File: config.mk
export PLATFORM = sky130hd
export DESIGN_NAME = icache_ctrl
export DESIGN_NICKNAME = d
export VERILOG_FILES = /design/src/logic/icache_pkg.sv /design/src/logic/icache_ctrl.sv
export VERILOG_INCLUDE_DIRS = /design/src /design/src/logic
export SDC_FILE = /design/constraint.sdc
export NUM_CORES = 1
export LEC_CHECK = 0
export ABC_CLOCK_PERIOD_IN_PS = 2600
export BUFFER_PORTS_ARGS = -buffer_cell sky130_fd_sc_hd__buf_2
export CELL_PAD_IN_SITES_DETAIL_PLACEMENT = 0
export CELL_PAD_IN_SITES_GLOBAL_PLACEMENT = 2
export CORE_UTILIZATION = 18
export DETAILED_ROUTE_END_ITERATION = 10
export PLACE_DENSITY = 0.78
export SETUP_SLACK_MARGIN = 0.05
export SYNTH_ARGS = -nofsm -noshare
export SYNTH_HDL_FRONTEND = slang
export SYNTH_SLANG_ARGS = --single-unit
File: constraint.sdc
create_clock -name clk -period 2.6 [get_ports clk]
set_clock_uncertainty 0.15 [all_clocks]
set_input_delay 0.65 -clock clk [delete_from_list [all_inputs] [get_ports clk]]
set_output_delay 0.65 -clock clk [all_outputs]
set_load 0.005 [all_outputs]
File: src/logic/icache_settings.svh
`ifndef ICACHE_SETTINGS_SVH
`define ICACHE_SETTINGS_SVH

// address split into tag, index and byte offset
`define TAG_WIDTH       20
`define INDEX_WIDTH     8
`define OFFSET_WIDTH    4

// line geometry
`define LINE_WIDTH      128
`define WORDS_PER_LINE  4
`define SET_COUNT       256

// memory read type codes on the rd channel
`define RD_TYPE_WORD    3'b010
`define RD_TYPE_LINE    3'b100

`endif

File: src/logic/icache_pkg.sv
`default_nettype none

`include "icache_settings.svh"

package icache_pkg;

    // address fields
    typedef logic [`TAG_WIDTH-1:0]      tag_t;
    typedef logic [`INDEX_WIDTH-1:0]    index_t;
    typedef logic [`OFFSET_WIDTH-1:0]   offset_t;

    // word number inside a line
    typedef logic [`OFFSET_WIDTH-3:0]   word_sel_t;

    typedef logic [31:0]                word_t;
    typedef logic [`LINE_WIDTH-1:0]     line_t;

    // two ways only
    typedef logic                       way_t;
    typedef logic [1:0]                 hit_vec_t;

    typedef enum logic [1:0] {
        op_read        = 2'd0,
        op_inval_index = 2'd1,
        op_inval_hit   = 2'd2
    } cache_op_e;

    typedef enum logic [1:0] {
        st_idle   = 2'd0,
        st_lookup = 2'd1,
        st_miss   = 2'd2,
        st_refill = 2'd3
    } main_state_e;

    // core request held with valid until addr_ok
    typedef struct packed {
        cache_op_e op;
        tag_t      tag;
        index_t    index;
        offset_t   offset;
        logic      uncached;
    } core_req_s;

    typedef struct packed {
        logic        req;
        logic [2:0]  rd_type;
        logic [31:0] addr;
    } mem_rd_s;

    // one returned beat
    typedef struct packed {
        logic  valid;
        logic  last;
        word_t data;
    } mem_ret_s;

endpackage

`default_nettype wire

File: src/logic/icache_ctrl.sv
`default_nettype none

`include "icache_settings.svh"

module icache_ctrl
    import icache_pkg::*;
(
    input  logic      clk,
    input  logic      resetn,
    input  logic      valid,
    input  core_req_s req,
    output logic      addr_ok,
    output logic      data_ok,
    output word_t     rdata,
    output mem_rd_s   mem_rd,
    input  logic      rd_rdy,
    input  mem_ret_s  ret,
    input  hit_vec_t  hit,
    input  word_t     hit_word,
    input  word_t     fill_word,
    output logic      lookup_en,
    output index_t    lookup_index,
    output tag_t      lookup_tag,
    output word_sel_t word_sel,
    output logic      fill_start,
    output logic      fill_wr,
    output logic      inval,
    output way_t      way
);

    main_state_e state_q;
    main_state_e state_d;
    core_req_s   req_q;
    way_t        victim_q;
    logic        in_lookup;
    logic        is_read;
    logic        is_hit;
    logic        hit_done;
    logic        burst_done;

    // requests are taken only when idle
    assign addr_ok   = valid && (state_q == st_idle);
    assign in_lookup = (state_q == st_lookup);
    assign is_read   = (req_q.op == op_read);
    assign is_hit    = |hit;

    always_ff @(posedge clk) begin
        if (addr_ok) begin
            req_q <= req;
        end
    end

    // arrays read with the incoming index and written with the latched one
    assign lookup_en    = addr_ok;
    assign lookup_index = addr_ok ? req.index : req_q.index;
    assign lookup_tag   = req_q.tag;
    assign word_sel     = req_q.offset[`OFFSET_WIDTH-1:2];

    assign hit_done   = in_lookup && is_read && !req_q.uncached && is_hit;
    assign burst_done = (state_q == st_refill) && ret.valid && ret.last;

    // miss or uncached read goes to memory
    assign fill_start = in_lookup && is_read && !hit_done;
    assign fill_wr    = burst_done && !req_q.uncached;

    assign inval = in_lookup &&
                   ((req_q.op == op_inval_index) || (req_q.op == op_inval_hit && is_hit));

    always_comb begin
        way = victim_q;
        if (in_lookup) begin
            if (req_q.op == op_inval_index) begin
                way = req_q.offset[0];
            end else if (req_q.op == op_inval_hit) begin
                way = hit[1];
            end
        end
    end

    assign data_ok = hit_done || burst_done;

    always_comb begin
        if (in_lookup) begin
            rdata = hit_word;
        end else if (req_q.uncached) begin
            rdata = ret.data;
        end else begin
            rdata = fill_word;
        end
    end

    // request held until rd_rdy moves us to refill
    always_comb begin
        mem_rd.req = (state_q == st_miss);
        if (req_q.uncached) begin
            mem_rd.rd_type = `RD_TYPE_WORD;
            mem_rd.addr    = {req_q.tag, req_q.index, req_q.offset};
        end else begin
            mem_rd.rd_type = `RD_TYPE_LINE;
            mem_rd.addr    = {req_q.tag, req_q.index, {`OFFSET_WIDTH{1'b0}}};
        end
    end

    always_comb begin
        state_d = state_q;
        case (state_q)
            st_idle: begin
                if (addr_ok) begin
                    state_d = st_lookup;
                end
            end
            st_lookup: begin
                state_d = fill_start ? st_miss : st_idle;
            end
            st_miss: begin
                if (rd_rdy) begin
                    state_d = st_refill;
                end
            end
            st_refill: begin
                if (burst_done) begin
                    state_d = st_idle;
                end
            end
            default: begin
                state_d = st_idle;
            end
        endcase
    end

    always_ff @(posedge clk) begin
        if (!resetn) begin
            state_q  <= st_idle;
            victim_q <= 1'b0;
        end else begin
            state_q <= state_d;
            // one round robin pointer shared by all sets
            if (fill_wr) begin
                victim_q <= ~victim_q;
            end
        end
    end

    // data_ok never comes in st_idle and only ends a read
    a_no_data_ok_idle: assert property (
        @(posedge clk) disable iff (!resetn)
        data_ok |-> ((state_q != st_idle) && is_read)
    );

    a_rd_stable: assert property (
        @(posedge clk) disable iff (!resetn)
        (mem_rd.req && !rd_rdy) |=> (mem_rd.req && $stable(mem_rd))
    );

endmodule

`default_nettype wire

# Word-level counts from Yosys, hierarchy flattened
# Index checks and enable logic that the tools add are counted.
[totals] inputBits=139 out_inout_bits=105 reg_bits=38 elab_cells=46
[classes] reduce_logical=18 mux=12 eq_ne=8 bitwise=1
[ops] op="$mux 32" count=2
[ops] op="$mux 35" count=1
[ops] op="$logic_and 1x1->1" count=10
[ops] op="$mux 2" count=4
[ops] op="$mux 8" count=1
[ops] op="$pmux 2 s4" count=1
[ops] op="$eq 2x2->1 const B" count=3
[ops] op="$eq 2x1->1 const B" count=2
[ops] op="$logic_not 2->1" count=2
[ops] op="$ne 2x2->1 const B" count=2
[ops] op="$mux 1" count=3
[ops] op="$reduce_and 3->1" count=1
[ops] op="$logic_not 1->1" count=2
[ops] op="$logic_or 1x1->1" count=2
[ops] op="$ne 2x1->1 const B" count=1
[ops] op="$reduce_or 2->1" count=1
[ops] op="$not 1->1" count=1

# Logic depth before layout (Yosys ltp)
# Gate-level depths: netlist of the first run.
[logic_depth] word_depth=8 depth_mapped=5 ltp_nobuf=3

# Least setup slack after synthesis of the first run
# No wires, ideal clock.
[synth_timing] path_type="input to output" start="input valid" end="output lookup_index[0]" stages=3 setup_slack_ps=193 t_required_ps=1800 n_path_buf=1 arrival_ps=1607 path_cell_list="nor3b_1 -> buf_4 -> mux2_2"
[synth_between] elab_chain_len=2
[synth_rtl] item="from (decl)" line="icache_ctrl.sv:10" rtl="input logic valid,"
[synth_rtl] item="$logic_and 1x1->1" line="icache_ctrl.sv:42" rtl="assign addr_ok = valid && (state_q == st_idle);"
[synth_rtl] item="via addr_ok" line="icache_ctrl.sv:12" rtl="output logic addr_ok,"
[synth_rtl] item="$mux 8" line="icache_ctrl.sv:55" rtl="assign lookup_index = addr_ok ? req.index : req_q.index;"
[synth_rtl] item="to (decl)" line="icache_ctrl.sv:22" rtl="output index_t lookup_index,"
# The timed path passes the listed nets, and every way through them passes these cells.

# Final worst setup path of the first run
[layout_timing] start="register state_q[0]" end="output lookup_index[4]"
[layout_between] elab_chain_len=3
[layout_rtl] item="from (decl)" line="icache_ctrl.sv:31" rtl="main_state_e state_q;"
[layout_rtl] item="from (signal assigned)" line="icache_ctrl.sv:133" rtl="state_q <= st_idle;"
[layout_rtl] item="from (signal assigned)" line="icache_ctrl.sv:136" rtl="state_q <= state_d;"
[layout_rtl] item="$logic_not 2->1" line="icache_ctrl.sv:42"
[layout_rtl] item="$logic_and 1x1->1" line="icache_ctrl.sv:42"
[layout_rtl] item="$mux 8" line="icache_ctrl.sv:55"
# Every way passes these cells.

==> results by group, run 1 <==
Run status
  – Result of the run: finished clean

Logic synthesis
  – Async SR Flop Fraction: 0%
  – Area contributors post-synth: edfxtp_1, buf_4, mux2i_1, o21ai_0, nand2_1
  – Synthesis Warnings: 0
  – Count of flip-flops with a built-in enable after synthesis: 35
  – Cell accounting for the most synthesized area: edfxtp_1
  – Post-synth top flop: edfxtp_1
  – Synthesized instance count: between 200 and 250
  – Sequential share of the synthesized area: between 40 and 50%
  – Average cell area after synthesis: around 10 µm²
  – Number of synthesized register bits: 38
  – Synthesized net count: between 300 and 400
  – Most frequent cell after synthesis: buf_4
  – Synth cell types: 26
  – Top cells by instance count after synthesis: buf_4, edfxtp_1, o21ai_0
  – Area share of the leading cell type in the synthesized netlist: 41.6%
  – Cell Area, Synth: about 2500 µm²

Pwr
  – Worst-case vdd ir drop: about 0.34 mV
  – NetSw: about 0.43 mW
  – Relative contribution of the clock network to total power: 33.2%
  – Share of power burned in combinational logic: between 20% and 30%
  – Design internal power: ~1.3 mW
  – Sequential cell fraction of total power: between 40% and 50%
  – Leakage power: about 1.8 nW
  – Total power density per cell area: 464 nW/µm²
  – Net switching fraction of the power: between 20% and 30%

Cells and area
  – Number of nets at the end of the flow: 577
  – Area growth, synth to finish: 47.5%
  – ANT cells: 0
  – Final Instance Area: 3720 µm²
  – Share of cells above drive strength 1: approximately three fifths

Routing
  – Remaining number of nets flagged by the antenna check after routing: 0
  – First-pass iteration count of the detailed router: 4
  – Routed wire per std cell: ~12 µm
  – Number of DRC violations after detailed-routing iteration 0: 37
  – # DRC: 0
  – Ratio of routed vias to standard cells: between 3 and 4
  – Total wire length: 7520 µm
  – Overall via count from detail_route: between 2000 and 2500

Global routing
  – Vias in the first global route: between 2000 and 2500
  – Total GRT Usage: under 10%
  – Overflow left after global routing: 0
  – Global-route wire length before repair: 10800 µm
  – Maximum number of pins on one net before global-route repair: 38
  – Number of antenna violations at the first check in global routing: 0

Floorplan
  – Die Span Y: 120 µm
  – Row count: 42
  – Core Footprint: 13500 µm²
  – Die Footprint: between 10000 and 15000 µm²
  – Initial Utilization: 18.8%
  – I/O pin total: 244
  – Die boundary width: 120 µm

STA
  – Crit share post-route: 96.1%
  – Setup repair after global routing missed its margin: true
  – Slew Limit Fails: 0
  – Final Hold Violating Endpoints: 0
  – Total of endpoints with negative setup slack in the final report: 0
  – Aggregate negative setup slack: 0 ns
  – Max Freq: 0.400 GHz
  – Shortest period the worst path allows: between 2 and 2.5 ns

Min path
  – Path category of the worst min-delay check: reg -> reg

Clock network
  – # Post-CTS Setup Buffers: 0
  – Clock slew seen by the registers of the worst setup and hold paths: about 0.050 ns
  – Clock insertion delay at the later pin of the skew report: around 0.28 ns
  – Clk root buf: clkbuf_16
  – Count of hold buffers inserted by post-cts repair: 0
  – Maximum number of buffers from clock root to sink: 2
  – Number of buffers created by CTS: 5
  – Clock Sinks: 38
  – CTS tree: yes
  – H-Tree Level Count: 2

Critical path
  – Worst Path Max Fanout: 23
  – Crit path launch type: flip-flop
  – Class of the most critical setup path: reg -> out
  – Critical Path, Cell by Cell: buf_4 > nor3b_2 > buf_12 > mux2_2 > buf_2
  – Required time of the critical path: 1.80 ns
  – Critical path endpoint category: primary output
  – CP Data Arrival Time: approximately 1.7 ns
  – Buffers & Inverters on Critical Path: 3
  – Category of cells accounting for the largest share of critical-path delay: buffers and inverters
  – Max stage delay cell, worst path: mux2_2
  – Delay contributed by the slowest stage of the critical path: about 0.35 ns

Flow run
  – Maximum capacitance violations: 0

Place
  – Port Buffer Count: between 200 and 250
  – Dpl hpwl: between 6000 and 7000 µm
  – DP Area: between 3000 and 4000 µm²
  – Routability Congestion: ~0.73
per-stage QoR:
stage / setup WS, ns / total power, mW / util (%) / hold WS, ns / instances
2_1_floorplan: 0.193 / 0.974 / - / 0.298 / 246
3_3_place_gp: 0.137 / 1.17 / 26.7 / 0.319 / 607
3_5_place_dp: 0.144 / 1.17 / 26.7 / 0.327 / 607
4_1_cts: 0.0814 / 1.76 / 27.7 / 0.336 / 615
6_report: 0.100 / 1.73 / 27.7 / 0.333 / 615
5_1_grt: 0.0478 / 1.82 / 27.7 / 0.382 / 615
kinds of logic after synthesis:
kind of cell / Yosys count / share of synthesized area, %
other cells: 1 / 0.149
mux: 42 / 17.0
buf+inv: 67 / 19.2
flops: 38 / 44.0
compound gates: 41 / 8.57
simple gates: 57 / 11.0
metal layers:
layer	global-route usage (%)	wire [µm]	share of wire (%)
met1	9.79	2680	36
met4	4.17	114	1.5
met2	18.7	3860	51
met5	0	0	0
met3	2.74	864	11
registers in the layout, summed over array words and instances (netlist names), named ones only:
register and cells:
req_q 13, state_q 1, lookup_tag 20, word_sel 2, victim_q 1
tightest hold or removal path: cells and delay by family (launching register included):
family	cells	cell delay (ns)
muxes	1	0.05
DFF	1	0.33
and+or+nand+nor	1	0.06
final timing paths:
kind	startpoint	depth (start not counted)	end	slack, ns
setup / recovery	state_q[0]	5	lookup_index[4]	0.10
hold / removal	victim_q	2	victim_q	0.33
setup reg to reg	state_q[0]	4	req_q[0]	0.93
hold reg to reg	victim_q	2	victim_q	0.33
power groups by stage:
stage | Clock (mW) | Combinational (mW) | Sequential [mW]
2_1_floorplan | 0 | 0.233 | 0.741
3_3_place_gp | 0 | 0.423 | 0.750
3_5_place_dp | 0 | 0.426 | 0.749
4_1_cts | 0.592 | 0.426 | 0.739
5_1_grt | 0.609 | 0.465 | 0.743
6_report | 0.575 | 0.417 | 0.737
area by class of cell:
type	instances	area [µm²]
repair buffers	251	1320
inverters	1	3.75
clock inverters	2	8.76
fillers	1433	9730
multi-input cells	141	936
clock buffers	6	129
flip-flops and latches	38	1110
well taps	176	220
cells in the final DEF (no fill, tap or decap), types with 2 or more instances in the layout:
master | synthesis | routed
nor2_1 | 2 | 2
mux2i_1 | 34 | 34
mux2_2 | 8 | 8
nor2b_1 | 2 | 2
buf_12 | 0 | 3
edfxtp_1 | 35 | 35
a21oi_1 | 2 | 2
buf_2 | 1 | 242
dfxtp_1 | 3 | 3
clkbuf_16 | 0 | 5
nand2b_1 | 3 | 3
buf_4 | 62 | 6
nand3_1 | 3 | 3
and2_1 | 7 | 7
o21a_1 | 2 | 2
nand2_1 | 34 | 34
o21ai_0 | 35 | 35
nor3b_2 | 1 | 2
what timing repair did:
| item | CTS | global route |
|---|---|---|
| hold endpoints to repair | 0 | 0 |
| endpoints found under the setup margin | 0 | 5 |
| resized for setup | 0 | 1 |
Power figures use the tool's default switching activity.
==> run 2, diff against run 1 <==
==> constraint.sdc (replaced) <==
create_clock -name clk -period 2.6 [get_ports clk]
set_clock_uncertainty 0.15 [all_clocks]
set_input_delay 0.65 -clock clk [delete_from_list [all_inputs] [get_ports clk]]
set_output_delay 0.65 -clock clk [all_outputs]
set_load 0.05 [all_outputs]
==> run 2 against run 1 <==
- wire length fell by 3.0%
- global-route usage fell by 0.65 points
- clock power increased by 5.9%
- via count is 2.0% lower
- final cell count is 0.49% higher
- setup slack got worse by 0.017 ns
- die area is the same
- critical path type is now in -> out
==> results by group, run 2 (same netlist as run 1, synthesis figures left out) <==
Critical path
  – Crit path launch type: input pin
  – Required time of the critical path: 1.80 ns (about the same)
  – CP Data Arrival Time: 1.72 ns (+0.02 ns)
  – Class of the most critical setup path: in -> out
  – Worst Path Max Fanout: 11 (-52%)
  – Critical path endpoint category: primary output

Routing
  – Remaining number of nets flagged by the antenna check after routing: 0 (unchanged)
  – Number of DRC violations after detailed-routing iteration 0: 43 (+16%)
  – # DRC: 0 (unchanged)
  – Ratio of routed vias to standard cells: 3.81 (-2.5%)
  – Overall via count from detail_route: 2356 (-2.0%)
  – Total wire length: 7290 µm (-3.0%)
  – First-pass iteration count of the detailed router: 4 (unchanged)
  – Routed wire per std cell: 11.8 µm (-3.5%)

STA
  – Total of endpoints with negative setup slack in the final report: 0 (unchanged)
  – Final Hold Violating Endpoints: 0 (unchanged)
  – Slew Limit Fails: 0 (unchanged)
  – Max Freq: 0.397 GHz (-0.66%)
  – Crit share post-route: 96.8% (+0.64 points)
  – Setup repair after global routing missed its margin: true
  – Shortest period the worst path allows: 2.52 ns (+0.0167 ns)
  – Fin worst setup slack: 0.0835 ns (-0.0167 ns)

Pwr
  – Net switching fraction of the power: 39.3% (+14 points)
  – Sequential cell fraction of total power: 33.0% (-9.6 points)
  – NetSw: 0.876 mW (+100%)
  – Share of power burned in combinational logic: 39.7% (+16 points)
  – Leakage power: 1.88 nW (+2.2%)
  – Total power density per cell area: 581 nW/µm² (+25%)
  – Worst-case vdd ir drop: 0.414 mV (+23%)
  – Relative contribution of the clock network to total power: 27.4% (-5.8 points)
  – Design internal power: 1.35 mW (+4.1%)

Cells and area
  – Flip-flop count of the largest register after layout: 20 (unchanged)
  – Share of cells above drive strength 1: 62.4% (+1.4 points)
  – Most frequent standard cell in the layout excluding fill and tap cells: buf_2
  – Most frequent cells in the layout: buf_2, edfxtp_1, mux2i_1, nand2_1, o21ai_1
  – Number of nets at the end of the flow: 580 (+0.52%)
  – Final cell count without fillers: 618 (+0.49%)
  – Area growth, synth to finish: 51.8%
  – Count of fill cells added during filler insertion: 1435 (+0.14%)
  – ANT cells: 0 (unchanged)

Floorplan
  – Initial Utilization: 18.8% (unchanged)
  – Core Footprint: 13500 µm² (unchanged)
  – Die Span Y: 120 µm (unchanged)
  – I/O pin total: 244 (unchanged)
  – Row count: 42 (unchanged)
  – Die Footprint: 14500 µm² (unchanged)
  – Die boundary width: 120 µm (unchanged)

Clock network
  – Clock slew seen by the registers of the worst setup and hold paths: 0.06 ns (about the same)
  – Clock Sinks: 38 (unchanged)
  – Clock insertion delay at the later pin of the skew report: 0.27 ns (about the same)
  – Number of buffers created by CTS: 5 (unchanged)
  – Clk root buf: clkbuf_16
  – CTS tree: yes
  – Maximum number of buffers from clock root to sink: 2 (unchanged)
  – H-Tree Level Count: 2 (unchanged)

Global routing
  – Overflow left after global routing: 0 (unchanged)
  – Maximum number of pins on one net before global-route repair: 40 (+5.3%)
  – Vias in the first global route: 2224 (-1.0%)
  – Total GRT Usage: 9.14% (-0.65 points)
  – Global-route wire length before repair: 10400 µm (-4.1%)
  – Number of antenna violations at the first check in global routing: 0 (unchanged)
  – Top Usage Layer GRT: met2
  – Routing usage on met3: 2.97% (+0.24 points)
  – GR met1 Demand/Resource: 8.60% (-1.2 points)
  – Global-route track usage on met2: 18.6% (-0.072 points)

Flow run
  – Maximum capacitance violations: 0 (unchanged)

Place
  – DP Worst Slack: 0.0461 ns (-0.0981 ns)
  – Routability Congestion: 0.699 (-4.1%)
  – Dpl hpwl: 5980 µm (-3.0%)
  – Number of placed cells counting well taps: 607 (unchanged)
  – Port Buffer Count: 242 (unchanged)

Min path
  – Path category of the worst min-delay check: reg -> reg

Run status
  – Result of the run: finished clean
==> run 2: cell count changes in the layout (fill, tap and decap cells not counted), sizes merged <==
cell      before  now
buf          251  246
clkbuf         6   14
clkinvlp       0    1
clkinv         2    1
==> run 2: per-layer routing <==
layer,vias to the layer above,share of wire (%)
li1,1193,-
met1,1020,35
met2,139,54
met3,4,10
met4,0,0.73
met5,-,0
==> run 2: layout make-up <==
class / count / area, µm² / share of cell area (%)
multi-input combinational: 141 / 942 / 24.6
tap: 176 / 220 / 5.75
timing repair buffer: 254 / 1400 / 36.6
inverter: 1 / 3.75 / 0.0979
clock buffer: 6 / 139 / 3.62
clock inverter: 2 / 12.5 / 0.326
sequential: 38 / 1110 / 29.1
==> run 2: stage by stage <==
stage          utilization (%)  cell area [µm²]  setup TNS, ns  hold WS (ns)  total power, mW
3_5_place_dp              26.8             3600              0         0.350             1.62
6_report                  28.5             3830              0         0.346             2.23
2_1_floorplan                -             2550         -0.708         0.298             1.44
5_1_grt                   28.5             3830              0         0.377             2.32
3_3_place_gp              26.8             3600              0         0.342             1.62
4_1_cts                   28.0             3760              0         0.362             2.24
==> run 2: repair_timing <==
| item | 4_1_cts | 5_1_grt |
|---|---|---|
| setup buffers | 0 | 2 |
| hold buffers | 0 | 0 |
| gates cloned | 0 | 1 |
| hold endpoints to repair | 0 | 0 |
| gates resized for setup | 2 | 12 |
| setup endpoints to repair | 12 | 33 |
==> run 2: worst max-delay path, stage by stage <==
cell and delay (ns):
buf_2 0.09, nor3b_4 0.25, buf_12 0.17, mux2_2 0.34
buf_2 0.21
==> run 2: worst paths after layout <==
| check | from | end | slack, ns | cells past startpoint |
|---|---|---|---|---|
| hold / removal | victim_q | victim_q | 0.35 | 2 |
| setup reg to reg | state_q[0] | lookup_tag[5] | 1.02 | 4 |
| setup / recovery | valid | lookup_index[6] | 0.08 | 5 |
| hold reg to reg | victim_q | victim_q | 0.35 | 2 |
==> run 2: power groups by stage <==
stage | registers (mW) | clock network, mW | logic [mW]
finish | 0.734 | 0.609 | 0.883
global route | 0.740 | 0.653 | 0.929
CTS | 0.735 | 0.633 | 0.873
detailed placement | 0.746 | 0 | 0.871
global placement | 0.746 | 0 | 0.871
floorplan | 0.741 | 0 | 0.695
